File: config.mk
export PLATFORM = sky130hd
export DESIGN_NAME = jtag_dbg_top
export DESIGN_NICKNAME = d
export VERILOG_FILES = /design/src/dbg_pkg.sv /design/src/jtag_pkg.sv /design/src/dbg_reg_bank.sv /design/src/jtag_dbg_top.sv /design/src/jtag_tap.sv /design/src/prbs_engine.sv
export VERILOG_INCLUDE_DIRS = /design/src
export SDC_FILE = /design/constraint.sdc
export NUM_CORES = 1
export LEC_CHECK = 0
export ABC_CLOCK_PERIOD_IN_PS = 7200
export BUFFER_PORTS_ARGS = -buffer_cell sky130_fd_sc_hd__buf_2
export CAP_MARGIN = 20
export CORE_MARGIN = 2
export CORE_UTILIZATION = 35
export CTS_CLUSTER_DIAMETER = 30
export DETAILED_ROUTE_END_ITERATION = 7
export SYNTH_ARGS = -nofsm -noshare
export SYNTH_HDL_FRONTEND = slang
export SYNTH_SLANG_ARGS = --single-unit
File: constraint.sdc
create_clock -name clk -period 7.2 [get_ports clk]
set_input_delay 0.72 -clock clk [delete_from_list [all_inputs] [get_ports clk]]
set_output_delay 0.72 -clock clk [all_outputs]
set_load 0.02 [all_outputs]
File: src/dbg_defs.svh
`ifndef DBG_DEFS_SVH
`define DBG_DEFS_SVH

// Debug register map geometry
`define DBG_ADDR_W 4
`define DBG_DATA_W 16

// Instruction register length
`define JTAG_IR_W 4

// Identification code, bit 0 must be one
`define DBG_IDCODE 32'h1A5C_D0E1

// PRBS total-bit counter, read back as two halves
`define PRBS_TOT_W 32

`endif

File: src/dbg_pkg.sv
`default_nettype none

`include "dbg_defs.svh"

package dbg_pkg;

	// Debug register bank map
	typedef enum logic [`DBG_ADDR_W-1:0] {
		CTRL    = `DBG_ADDR_W'(0),
		PAD     = `DBG_ADDR_W'(1),
		CMD     = `DBG_ADDR_W'(2),
		ERR_CNT = `DBG_ADDR_W'(3),
		TOT_LO  = `DBG_ADDR_W'(4),
		TOT_HI  = `DBG_ADDR_W'(5),
		STATUS  = `DBG_ADDR_W'(6)
	} dbg_addr_t;

	// PRBS polynomial select, all two-tap
	// PRBS7  x^7  + x^6  + 1
	// PRBS9  x^9  + x^5  + 1
	// PRBS15 x^15 + x^14 + 1
	// PRBS23 x^23 + x^18 + 1
	typedef enum logic [1:0] {
		PRBS7  = 2'd0,
		PRBS9  = 2'd1,
		PRBS15 = 2'd2,
		PRBS23 = 2'd3
	} prbs_poly_t;

endpackage

`default_nettype wire

File: src/jtag_pkg.sv
`default_nettype none

`include "dbg_defs.svh"

package jtag_pkg;

	// IEEE 1149.1 TAP states, standard encoding
	typedef enum logic [3:0] {
		TAP_RESET  = 4'hF,
		TAP_IDLE   = 4'hC,
		SELECT_DR  = 4'h7,
		CAPTURE_DR = 4'h6,
		SHIFT_DR   = 4'h2,
		EXIT1_DR   = 4'h1,
		PAUSE_DR   = 4'h3,
		EXIT2_DR   = 4'h0,
		UPDATE_DR  = 4'h5,
		SELECT_IR  = 4'h4,
		CAPTURE_IR = 4'hE,
		SHIFT_IR   = 4'hA,
		EXIT1_IR   = 4'h9,
		PAUSE_IR   = 4'hB,
		EXIT2_IR   = 4'h8,
		UPDATE_IR  = 4'hD
	} tap_state_t;

	// Unlisted codes behave as BYPASS
	typedef enum logic [`JTAG_IR_W-1:0] {
		IDCODE     = `JTAG_IR_W'(4'h1),
		REG_ACCESS = `JTAG_IR_W'(4'h8),
		BYPASS     = '1
	} jtag_instr_t;

	// Shifted in, decoded at Update-DR
	typedef struct packed {
		logic                   wr;
		logic [`DBG_ADDR_W-1:0] addr;
		logic [`DBG_DATA_W-1:0] wdata;
	} dr_cmd_t;

	// Loaded at Capture-DR from the last APB result
	typedef struct packed {
		logic                   err;
		logic [`DBG_ADDR_W-1:0] addr;
		logic [`DBG_DATA_W-1:0] rdata;
	} dr_resp_t;

	typedef union packed {
		dr_cmd_t  cmd;
		dr_resp_t resp;
	} dr_word_t;

endpackage

`default_nettype wire

File: src/dbg_reg_bank.sv
`default_nettype none
`timescale 1ns/10ps

`include "dbg_defs.svh"

module dbg_reg_bank (
	input wire logic clk,
	input wire logic rst_i,

	input wire logic psel_i,
	input wire logic penable_i,
	input wire logic pwrite_i,
	input wire dbg_pkg::dbg_addr_t paddr_i,
	input wire logic [`DBG_DATA_W-1:0] pwdata_i,
	output logic [`DBG_DATA_W-1:0] prdata_o,
	output logic pready_o,
	output logic pslverr_o,

	output logic [3:0] ibuf_disable_o,
	output logic chk_en_o,
	output logic gen_en_o,
	output dbg_pkg::prbs_poly_t poly_o,
	output logic invert_o,
	output logic clr_cnt_o,
	output logic inj_err_o,
	output logic reseed_o,

	input wire logic [`DBG_DATA_W-1:0] err_cnt_i,
	input wire logic [`PRBS_TOT_W-1:0] tot_cnt_i,
	input wire logic locked_i
);
	logic access;
	logic mapped;
	logic read_only;
	logic acc_err;
	logic wr_en;

	logic chk_en_q;
	logic gen_en_q;
	dbg_pkg::prbs_poly_t poly_q;
	logic invert_q;
	logic [3:0] pad_q;
	logic clr_q;
	logic inj_q;
	logic reseed_q;

	assign access = psel_i & penable_i;

	always_comb begin
		mapped    = 1'b1;
		read_only = 1'b0;
		case (paddr_i)
			dbg_pkg::CTRL, dbg_pkg::PAD, dbg_pkg::CMD: ;
			dbg_pkg::ERR_CNT, dbg_pkg::TOT_LO, dbg_pkg::TOT_HI, dbg_pkg::STATUS: begin
				read_only = 1'b1;
			end
			default: mapped = 1'b0;
		endcase
	end

	assign acc_err   = ~mapped | (pwrite_i & read_only);
	assign wr_en     = access & pwrite_i & ~acc_err;
	assign pready_o  = access;
	assign pslverr_o = access & acc_err;

	// Unused bits read as zero
	always_comb begin
		prdata_o = '0;
		case (paddr_i)
			dbg_pkg::CTRL: begin
				prdata_o[0]   = chk_en_q;
				prdata_o[1]   = gen_en_q;
				prdata_o[3:2] = poly_q;
				prdata_o[4]   = invert_q;
			end
			dbg_pkg::PAD:     prdata_o[3:0] = pad_q;
			dbg_pkg::ERR_CNT: prdata_o = err_cnt_i;
			dbg_pkg::TOT_LO:  prdata_o = tot_cnt_i[`DBG_DATA_W-1:0];
			dbg_pkg::TOT_HI:  prdata_o = tot_cnt_i[`PRBS_TOT_W-1:`DBG_DATA_W];
			dbg_pkg::STATUS: begin
				prdata_o[0] = locked_i;
				prdata_o[1] = &err_cnt_i;
			end
			default: ;
		endcase
	end

	always_ff @(posedge clk) begin
		if (rst_i) begin
			chk_en_q <= 1'b0;
			gen_en_q <= 1'b0;
			poly_q   <= dbg_pkg::PRBS7;
			invert_q <= 1'b0;
			pad_q    <= '0;
		end else if (wr_en) begin
			if (paddr_i == dbg_pkg::CTRL) begin
				chk_en_q <= pwdata_i[0];
				gen_en_q <= pwdata_i[1];
				poly_q   <= dbg_pkg::prbs_poly_t'(pwdata_i[3:2]);
				invert_q <= pwdata_i[4];
			end
			if (paddr_i == dbg_pkg::PAD) begin
				pad_q <= pwdata_i[3:0];
			end
		end
	end

	// CMD bits give single-cycle strobes
	always_ff @(posedge clk) begin
		if (rst_i) begin
			clr_q    <= 1'b0;
			inj_q    <= 1'b0;
			reseed_q <= 1'b0;
		end else begin
			clr_q    <= wr_en & (paddr_i == dbg_pkg::CMD) & pwdata_i[0];
			inj_q    <= wr_en & (paddr_i == dbg_pkg::CMD) & pwdata_i[1];
			reseed_q <= wr_en & (paddr_i == dbg_pkg::CMD) & pwdata_i[2];
		end
	end

	assign ibuf_disable_o = pad_q;
	assign chk_en_o       = chk_en_q;
	assign gen_en_o       = gen_en_q;
	assign poly_o         = poly_q;
	assign invert_o       = invert_q;
	assign clr_cnt_o      = clr_q;
	assign inj_err_o      = inj_q;
	assign reseed_o       = reseed_q;

	ap_penable_in_sel: assert property (@(posedge clk) disable iff (rst_i)
		penable_i |-> psel_i);

endmodule

`default_nettype wire

File: src/jtag_dbg_top.sv
`default_nettype none
`timescale 1ns/10ps

`include "dbg_defs.svh"

module jtag_dbg_top (
	input wire logic clk,
	input wire logic rst_i,

	input wire logic tck_i,
	input wire logic tms_i,
	input wire logic tdi_i,
	input wire logic trst_n_i,
	output logic tdo_o,

	output logic [3:0] ibuf_disable_o
);
	// APB between TAP and bank
	logic psel;
	logic penable;
	logic pwrite;
	dbg_pkg::dbg_addr_t paddr;
	logic [`DBG_DATA_W-1:0] pwdata;
	logic [`DBG_DATA_W-1:0] prdata;
	logic pready;
	logic pslverr;

	// PRBS control and monitors
	logic chk_en;
	logic gen_en;
	dbg_pkg::prbs_poly_t poly;
	logic invert;
	logic clr_cnt;
	logic inj_err;
	logic reseed;
	logic [`DBG_DATA_W-1:0] err_cnt;
	logic [`PRBS_TOT_W-1:0] tot_cnt;
	logic locked;

	jtag_tap jtag_tap_i (
		.clk(clk),
		.rst_i(rst_i),
		.tck_i(tck_i),
		.tms_i(tms_i),
		.tdi_i(tdi_i),
		.trst_n_i(trst_n_i),
		.tdo_o(tdo_o),
		.psel_o(psel),
		.penable_o(penable),
		.pwrite_o(pwrite),
		.paddr_o(paddr),
		.pwdata_o(pwdata),
		.prdata_i(prdata),
		.pready_i(pready),
		.pslverr_i(pslverr)
	);

	dbg_reg_bank dbg_reg_bank_i (
		.clk(clk),
		.rst_i(rst_i),
		.psel_i(psel),
		.penable_i(penable),
		.pwrite_i(pwrite),
		.paddr_i(paddr),
		.pwdata_i(pwdata),
		.prdata_o(prdata),
		.pready_o(pready),
		.pslverr_o(pslverr),
		.ibuf_disable_o(ibuf_disable_o),
		.chk_en_o(chk_en),
		.gen_en_o(gen_en),
		.poly_o(poly),
		.invert_o(invert),
		.clr_cnt_o(clr_cnt),
		.inj_err_o(inj_err),
		.reseed_o(reseed),
		.err_cnt_i(err_cnt),
		.tot_cnt_i(tot_cnt),
		.locked_i(locked)
	);

	prbs_engine prbs_engine_i (
		.clk(clk),
		.rst_i(rst_i),
		.chk_en_i(chk_en),
		.gen_en_i(gen_en),
		.poly_i(poly),
		.invert_i(invert),
		.clr_cnt_i(clr_cnt),
		.inj_err_i(inj_err),
		.reseed_i(reseed),
		.err_cnt_o(err_cnt),
		.tot_cnt_o(tot_cnt),
		.locked_o(locked)
	);

endmodule

`default_nettype wire

File: src/jtag_tap.sv
`default_nettype none
`timescale 1ns/10ps

`include "dbg_defs.svh"

module jtag_tap (
	input wire logic clk,
	input wire logic rst_i,

	input wire logic tck_i,
	input wire logic tms_i,
	input wire logic tdi_i,
	input wire logic trst_n_i,
	output logic tdo_o,

	output logic psel_o,
	output logic penable_o,
	output logic pwrite_o,
	output dbg_pkg::dbg_addr_t paddr_o,
	output logic [`DBG_DATA_W-1:0] pwdata_o,
	input wire logic [`DBG_DATA_W-1:0] prdata_i,
	input wire logic pready_i,
	input wire logic pslverr_i
);
	logic [1:0] tck_sync_q;
	logic [1:0] tms_sync_q;
	logic [1:0] tdi_sync_q;
	logic [1:0] trst_sync_q;
	logic tck_prev_q;
	logic tck_rise;
	logic tck_fall;
	logic tap_rst;
	logic tms;
	logic tdi;

	jtag_pkg::tap_state_t state_q;
	jtag_pkg::tap_state_t state_d;
	jtag_pkg::jtag_instr_t ir_q;
	logic [`JTAG_IR_W-1:0] ir_sr_q;
	logic [31:0] idc_sr_q;
	logic byp_q;
	jtag_pkg::dr_word_t dr_q;
	jtag_pkg::dr_word_t resp_q;
	logic dr_tdo;
	logic tdo_q;

	logic upd_req;
	logic psel_q;
	logic penable_q;
	logic pwrite_q;
	dbg_pkg::dbg_addr_t paddr_q;
	logic [`DBG_DATA_W-1:0] pwdata_q;

	// Pins oversampled in clk
	always_ff @(posedge clk) begin
		if (rst_i) begin
			tck_sync_q  <= '0;
			tms_sync_q  <= '0;
			tdi_sync_q  <= '0;
			trst_sync_q <= '0;
			tck_prev_q  <= 1'b0;
		end else begin
			tck_sync_q  <= {tck_sync_q[0], tck_i};
			tms_sync_q  <= {tms_sync_q[0], tms_i};
			tdi_sync_q  <= {tdi_sync_q[0], tdi_i};
			trst_sync_q <= {trst_sync_q[0], trst_n_i};
			tck_prev_q  <= tck_sync_q[1];
		end
	end

	assign tck_rise = tck_sync_q[1] & ~tck_prev_q;
	assign tck_fall = ~tck_sync_q[1] & tck_prev_q;
	assign tap_rst  = rst_i | ~trst_sync_q[1];
	assign tms      = tms_sync_q[1];
	assign tdi      = tdi_sync_q[1];

	always_comb begin
		case (state_q)
			jtag_pkg::TAP_RESET:  state_d = tms ? jtag_pkg::TAP_RESET : jtag_pkg::TAP_IDLE;
			jtag_pkg::TAP_IDLE:   state_d = tms ? jtag_pkg::SELECT_DR : jtag_pkg::TAP_IDLE;
			jtag_pkg::SELECT_DR:  state_d = tms ? jtag_pkg::SELECT_IR : jtag_pkg::CAPTURE_DR;
			jtag_pkg::CAPTURE_DR: state_d = tms ? jtag_pkg::EXIT1_DR : jtag_pkg::SHIFT_DR;
			jtag_pkg::SHIFT_DR:   state_d = tms ? jtag_pkg::EXIT1_DR : jtag_pkg::SHIFT_DR;
			jtag_pkg::EXIT1_DR:   state_d = tms ? jtag_pkg::UPDATE_DR : jtag_pkg::PAUSE_DR;
			jtag_pkg::PAUSE_DR:   state_d = tms ? jtag_pkg::EXIT2_DR : jtag_pkg::PAUSE_DR;
			jtag_pkg::EXIT2_DR:   state_d = tms ? jtag_pkg::UPDATE_DR : jtag_pkg::SHIFT_DR;
			jtag_pkg::UPDATE_DR:  state_d = tms ? jtag_pkg::SELECT_DR : jtag_pkg::TAP_IDLE;
			jtag_pkg::SELECT_IR:  state_d = tms ? jtag_pkg::TAP_RESET : jtag_pkg::CAPTURE_IR;
			jtag_pkg::CAPTURE_IR: state_d = tms ? jtag_pkg::EXIT1_IR : jtag_pkg::SHIFT_IR;
			jtag_pkg::SHIFT_IR:   state_d = tms ? jtag_pkg::EXIT1_IR : jtag_pkg::SHIFT_IR;
			jtag_pkg::EXIT1_IR:   state_d = tms ? jtag_pkg::UPDATE_IR : jtag_pkg::PAUSE_IR;
			jtag_pkg::PAUSE_IR:   state_d = tms ? jtag_pkg::EXIT2_IR : jtag_pkg::PAUSE_IR;
			jtag_pkg::EXIT2_IR:   state_d = tms ? jtag_pkg::UPDATE_IR : jtag_pkg::SHIFT_IR;
			jtag_pkg::UPDATE_IR:  state_d = tms ? jtag_pkg::SELECT_DR : jtag_pkg::TAP_IDLE;
			default:              state_d = jtag_pkg::TAP_RESET;
		endcase
	end

	always_ff @(posedge clk) begin
		if (tap_rst) begin
			state_q <= jtag_pkg::TAP_RESET;
			ir_q    <= jtag_pkg::IDCODE;
		end else if (tck_rise) begin
			state_q <= state_d;
			if (state_q == jtag_pkg::TAP_RESET) begin
				ir_q <= jtag_pkg::IDCODE;
			end else if (state_q == jtag_pkg::UPDATE_IR) begin
				ir_q <= jtag_pkg::jtag_instr_t'(ir_sr_q);
			end
		end
	end

	// Capture and shift paths, LSB first out
	always_ff @(posedge clk) begin
		if (tck_rise) begin
			case (state_q)
				jtag_pkg::CAPTURE_IR: ir_sr_q <= {{(`JTAG_IR_W-2){1'b0}}, 2'b01};
				jtag_pkg::SHIFT_IR:   ir_sr_q <= {tdi, ir_sr_q[`JTAG_IR_W-1:1]};
				jtag_pkg::CAPTURE_DR: begin
					case (ir_q)
						jtag_pkg::IDCODE:     idc_sr_q <= `DBG_IDCODE;
						jtag_pkg::REG_ACCESS: dr_q <= resp_q;
						default:              byp_q <= 1'b0;
					endcase
				end
				jtag_pkg::SHIFT_DR: begin
					case (ir_q)
						jtag_pkg::IDCODE:     idc_sr_q <= {tdi, idc_sr_q[31:1]};
						jtag_pkg::REG_ACCESS: dr_q <= jtag_pkg::dr_word_t'({tdi, dr_q[20:1]});
						default:              byp_q <= tdi;
					endcase
				end
				default: ;
			endcase
		end
	end

	always_comb begin
		case (ir_q)
			jtag_pkg::IDCODE:     dr_tdo = idc_sr_q[0];
			jtag_pkg::REG_ACCESS: dr_tdo = dr_q[0];
			default:              dr_tdo = byp_q;
		endcase
	end

	// tdo moves on the falling tck edge
	always_ff @(posedge clk) begin
		if (tap_rst) begin
			tdo_q <= 1'b0;
		end else if (tck_fall) begin
			case (state_q)
				jtag_pkg::SHIFT_DR: tdo_q <= dr_tdo;
				jtag_pkg::SHIFT_IR: tdo_q <= ir_sr_q[0];
				default:            tdo_q <= 1'b0;
			endcase
		end
	end

	assign tdo_o = tdo_q;

	assign upd_req = tck_rise & (state_q == jtag_pkg::UPDATE_DR) &
		(ir_q == jtag_pkg::REG_ACCESS) & ~psel_q;

	// One APB transfer per Update-DR
	always_ff @(posedge clk) begin
		if (tap_rst) begin
			psel_q    <= 1'b0;
			penable_q <= 1'b0;
			resp_q    <= '0;
		end else if (upd_req) begin
			psel_q <= 1'b1;
		end else if (psel_q && !penable_q) begin
			penable_q <= 1'b1;
		end else if (penable_q && pready_i) begin
			psel_q           <= 1'b0;
			penable_q        <= 1'b0;
			resp_q.resp.err  <= pslverr_i;
			resp_q.resp.addr <= paddr_q;
			resp_q.resp.rdata <= prdata_i;
		end
	end

	always_ff @(posedge clk) begin
		if (upd_req) begin
			pwrite_q <= dr_q.cmd.wr;
			paddr_q  <= dbg_pkg::dbg_addr_t'(dr_q.cmd.addr);
			pwdata_q <= dr_q.cmd.wdata;
		end
	end

	assign psel_o    = psel_q;
	assign penable_o = penable_q;
	assign pwrite_o  = pwrite_q;
	assign paddr_o   = paddr_q;
	assign pwdata_o  = pwdata_q;

	ap_psel_hold: assert property (@(posedge clk) disable iff (tap_rst)
		psel_q && !(penable_q && pready_i) |=> psel_q);

	ap_req_stable: assert property (@(posedge clk) disable iff (tap_rst)
		psel_q && !(penable_q && pready_i) |=>
		$stable(paddr_q) && $stable(pwrite_q) && $stable(pwdata_q));

endmodule

`default_nettype wire

File: src/prbs_engine.sv
`default_nettype none
`timescale 1ns/10ps

`include "dbg_defs.svh"

module prbs_engine (
	input wire logic clk,
	input wire logic rst_i,

	input wire logic chk_en_i,
	input wire logic gen_en_i,
	input wire dbg_pkg::prbs_poly_t poly_i,
	input wire logic invert_i,
	input wire logic clr_cnt_i,
	input wire logic inj_err_i,
	input wire logic reseed_i,

	output logic [`DBG_DATA_W-1:0] err_cnt_o,
	output logic [`PRBS_TOT_W-1:0] tot_cnt_o,
	output logic locked_o
);
	localparam int LFSR_W = 23;

	logic [LFSR_W-1:0] gen_q;
	logic gen_fb;
	logic tx_q;
	logic tx_vld_q;

	logic [LFSR_W-1:0] chk_q;
	logic rx_bit;
	logic rx_take;
	logic chk_pred;
	logic [4:0] fill_q;
	logic fill_done;
	logic checking;
	logic bit_err;

	logic [`DBG_DATA_W-1:0] err_cnt_q;
	logic [`PRBS_TOT_W-1:0] tot_cnt_q;
	logic [5:0] run_q;

	// Newest bit sits in bit 0
	function automatic logic lfsr_fb(input logic [LFSR_W-1:0] s, input dbg_pkg::prbs_poly_t p);
		case (p)
			dbg_pkg::PRBS7:  return s[6] ^ s[5];
			dbg_pkg::PRBS9:  return s[8] ^ s[4];
			dbg_pkg::PRBS15: return s[14] ^ s[13];
			default:         return s[22] ^ s[17];
		endcase
	endfunction

	assign gen_fb = lfsr_fb(gen_q, poly_i);

	// Inject corrupts the line bit only, the LFSR keeps the true one
	always_ff @(posedge clk) begin
		if (rst_i || reseed_i) begin
			gen_q    <= '1;
			tx_q     <= 1'b0;
			tx_vld_q <= 1'b0;
		end else begin
			tx_vld_q <= gen_en_i;
			if (gen_en_i) begin
				gen_q <= {gen_q[LFSR_W-2:0], gen_fb};
				tx_q  <= gen_fb ^ inj_err_i;
			end
		end
	end

	assign rx_bit    = tx_q ^ invert_i;
	assign rx_take   = chk_en_i & tx_vld_q;
	assign chk_pred  = lfsr_fb(chk_q, poly_i);
	assign fill_done = (fill_q == 5'(LFSR_W));
	assign checking  = rx_take & fill_done;
	assign bit_err   = checking & (rx_bit ^ chk_pred);

	always_ff @(posedge clk) begin
		if (rx_take) begin
			chk_q <= {chk_q[LFSR_W-2:0], rx_bit};
		end
	end

	// History must refill before bits are judged
	always_ff @(posedge clk) begin
		if (rst_i || !chk_en_i || reseed_i) begin
			fill_q <= '0;
		end else if (rx_take && !fill_done) begin
			fill_q <= fill_q + 5'd1;
		end
	end

	always_ff @(posedge clk) begin
		if (rst_i || clr_cnt_i) begin
			err_cnt_q <= '0;
			tot_cnt_q <= '0;
			run_q     <= '0;
		end else if (checking) begin
			tot_cnt_q <= tot_cnt_q + 1'b1;
			if (bit_err) begin
				run_q <= '0;
				if (!(&err_cnt_q)) begin
					err_cnt_q <= err_cnt_q + 1'b1;
				end
			end else if (!run_q[5]) begin
				run_q <= run_q + 6'd1;
			end
		end
	end

	assign err_cnt_o = err_cnt_q;
	assign tot_cnt_o = tot_cnt_q;
	// 32 clean bits in a row
	assign locked_o  = run_q[5];

	ap_cnt_monotonic: assert property (@(posedge clk) disable iff (rst_i)
		!clr_cnt_i |=> (err_cnt_q >= $past(err_cnt_q)) && (tot_cnt_q >= $past(tot_cnt_q)));

endmodule

`default_nettype wire

==> impl_metrics.csv <==
group,metric,value,unit
final_layout,post-route-cell-area,11600,um2
routing,postRouteAntennaNets,0,
die,rows,60,
critical_path,crit_cells,6,
routing,vias,6610,
critical_path,max_stage_delay,700,ps
critical_path,cp.required,7650,ps
sta,rsz0062_at_grt,"false",
routing,route.detailed.drc,0,
routing,drtIter0Drc,531,
cts,cts_resized,0,
sta,setup_violations,0,
place,dpl_cell_area,9880,um2
synthesis,ys_seq_area_share,57.5,%
critical_path,crit_end,"prbs_engine_i.tot_cnt_o[30]",
critical_path,crit_arrival,3250,ps
pwr,power_density,314,nW/um2
cts,cts_inserted_buffers,47,
cts,clock_path_buffers,3,
critical_path,cp-end-kind,"flip-flop",
place,dpl.hpwl,12.2,mm
routing,wire_per_inst,15.1,um
final_layout,nNetsFinal,912,
pwr,power_frac_clock,62.7,%
sta,hold_ws,399,ps
critical_path,reg2reg_slack,4400,ps
cts,cts.reportedPaths.clkPinSlew,50,ps
final_layout,syn_to_final_growth,21.5,%
synthesis,synth-xor-area-share,3.47,%
critical_path,worstSetupStartpoint,"dbg_reg_bank_i.chk_en_o",
min_path,hp-class,"in -> reg",
pwr,seq_power_share,36.8,%
critical_path,path_class,"reg -> reg",
cts,htreeDepth,2,
synthesis,synthArstFlopShare,0,%
final_layout,regArea,5480,um2
synthesis,netlist.area_leader.share,28.8,%
place,place.gp.congestion,0.787,
pwr,p_sw,0.000735,W
critical_path,crit_fanout,25,
final_layout,fillers,2539,
final_layout,final_cell_mix,"137 x dfxtp_1, 91 x edfxtp_1, 83 x nand2_1, 61 x nor2_1, 47 x clkbuf_16",
synthesis,synthMuxAreaShare,7.08,%
synthesis,synth_area_leader_cell,"dfxtp_1",
pwr,peakVddDrop,229,uV
synthesis,synth_nets,892,
critical_path,crit_buf_inv,1,
cts,cts_tree,"built",
cts,cts_root_buffer,"clkbuf_16",
die,start_util,35.5,%
routing,first_pass_iters,5,
cts,post-cts-setup-buffer-count,0,
sta,setup_tns,0,ps
grt,grt_pass1_wl,32.1,mm
pwr,combPwrFrac,0.5,%
cts,clk_latency,540,ps
pwr,p_leak,3.92,nW
cts,holdBufCountCts,0,
outcome,outcome,"complete, no violations",
synthesis,syn_area,9530,um2
flow_run,cap_violations,0,
place,placed_cells,1193,
grt,grt_overflow,0,
final_layout,num_antenna_cells,0,
synthesis,synth-simple-area-share,18.9,%
die,core_area,26900,um2
routing,viasPerCell,5.16,
critical_path,r2r-end,"prbs_engine_i.tot_cnt_o[30]",
sta,max_slew_margin,26.3,%
final_layout,fin_cells,1282,
die,dieHeight,169,um
synthesis,synth_compound_area_share,9.70,%
final_layout,final_common_cell,"dfxtp_1",
sta,fin_skew,14.9,ps
critical_path,worstRegToRegCells,6,
die,die_w,169,um
synthesis,synth_flop_cell,"dfxtp_1",
sta,period_needed,2800,ps
die,ios,11,
grt,grt_max_degree,55,
routing,wl,19.4,mm
synthesis,syn_inst,882,
sta,slew_viol_final,0,
sta,finalCritPeriodShare,38.8,%
critical_path,crit_path_start_kind,"flip-flop",
grt,grt_pass1_vias,6334,
synthesis,yosys-top-cells-area,"dfxtp_1 29%, edfxtp_1 29%, mux2i_1 3.9%",
synthesis,synthAdderAreaFrac,0.630,%
sta,hold_viol_final,0,
pwr,total_power,0.00364,W
pwr,swShare,20.2,%
synthesis,yosys_warnings,0,
synthesis,synth_top_family_by_area,"simple AND/OR/NAND/NOR gates",
place,numPortBuffers,10,
critical_path,crit-reg2reg-launch,"dbg_reg_bank_i.chk_en_o",
sta,worstMarginPinSlew,1100,ps
sta,fmax,358,MHz
synthesis,synth_edf_count,91,
synthesis,synth_seq_cells,228,
final_layout,multi_input_area,3820,um2
critical_path,slowest_stage,"inv_1",
die,die_area,28600,um2
critical_path,critical_path.cell_chain,"nand2_1 > inv_1 > nand4_4 > or3_4 > or4_1 > a21oi_1",
synthesis,syn_avg_cell_area,10.8,um2
critical_path,path_delay_family,"simple AND/OR/NAND/NOR gates",
pwr,p_int,0.00290,W
grt,antenna_found_initial,0,
final_layout,drive_gt1_share,14.9,%
synthesis,ys_types,64,
cts,cts_sinks,228,
grt,grt.total_usage,13.8,%
## worst min path at each step
stage / endpoint / cells after the start / start
3_5_place_dp: prbs_engine_i.chk_q[16] / 0 / prbs_engine_i.chk_q[15]
3_3_place_gp: prbs_engine_i.chk_q[10] / 0 / prbs_engine_i.chk_q[9]
2_1_floorplan: prbs_engine_i.chk_q[10] / 0 / prbs_engine_i.chk_q[9]
4_1_cts: jtag_tap_i.trst_sync_q[0] / 2 / trst_n_i
6_report: jtag_tap_i.trst_sync_q[0] / 2 / trst_n_i
5_1_grt: jtag_tap_i.tms_sync_q[0] / 2 / tms_i
## layer usage
metal / GRT usage, % / share of wire, %
met1: 18.6 / 48
met2: 21.1 / 45
met3: 3.20 / 4.2
met4: 6.50 / 2.8
met5: 0 / 0
## flip-flops by register name, summed over array words and instances (netlist names), 6 cells and up
register and count:
jtag_tap_i.resp_q 21, jtag_tap_i.idc_sr_q 32, jtag_tap_i.dr_q 21, prbs_engine_i.run_q 6, prbs_engine_i.gen_q 23, prbs_engine_i.tot_cnt_o 32, prbs_engine_i.err_cnt_o 16, prbs_engine_i.chk_q 23
## final cells by class
| type | instances | share of cell area [%] |
|---|---|---|
| clock inverter | 38 | 4.33 |
| sequential | 228 | 47.3 |
| timing repair buffer | 17 | 0.951 |
| multi-input combinational | 591 | 33.0 |
| tap | 341 | 3.68 |
| inverter | 17 | 0.551 |
| clock buffer | 50 | 10.3 |
## Yosys cell counts, types with 6 or more instances
library cell  count
a21oi_1          45
nand3_1          22
nand2_1          83
or3_1            18
nand4_1          14
inv_1            17
nor4_1            6
mux2i_1          37
and3_1            7
or4_1            14
nor2b_1          15
mux2_2           23
xor2_1           12
nor2_1           62
clkbuf_1         34
a222oi_1         12
and2_1           26
xnor2_1          22
nor3_1           28
o21ai_0          41
edfxtp_1         91
nand2b_1         24
dfxtp_1         137
o31ai_1          14
a22oi_1           7
buf_2             7
## power by group through the flow
stage               clock, W  combinational, W  sequential [W]
CTS                  0.00233         0.0000191         0.00134
detailed placement         0         0.0000191         0.00136
floorplan                  0         0.0000136         0.00136
global route         0.00239         0.0000213         0.00134
global placement           0         0.0000188         0.00136
finish               0.00228         0.0000188         0.00134
## worst reg2reg max path: stages, from the launching register on
cell,delay (ps)
dfxtp_1,390
nand2_1,150
inv_1,700
nand4_4,380
or3_4,540
or4_1,410
a21oi_1,150
## cells by family after synthesis
kind of cell | after synthesis
and+or+nand+nor | 342
DFF | 228
AOI/OAI and AO/OA | 146
buffers and inverters | 63
muxes | 62
xor gates and xnor gates | 36
adders and majority gates | 5
## stage by stage
stage	utilization (%)	setup WS [ps]
final	43.1	4400
after global routing	43.1	4110
after CTS	43.0	4390
after detailed placement	36.8	4350
after global placement	36.8	4430
after floorplan	-	2240
Power figures use the tool's default switching activity.
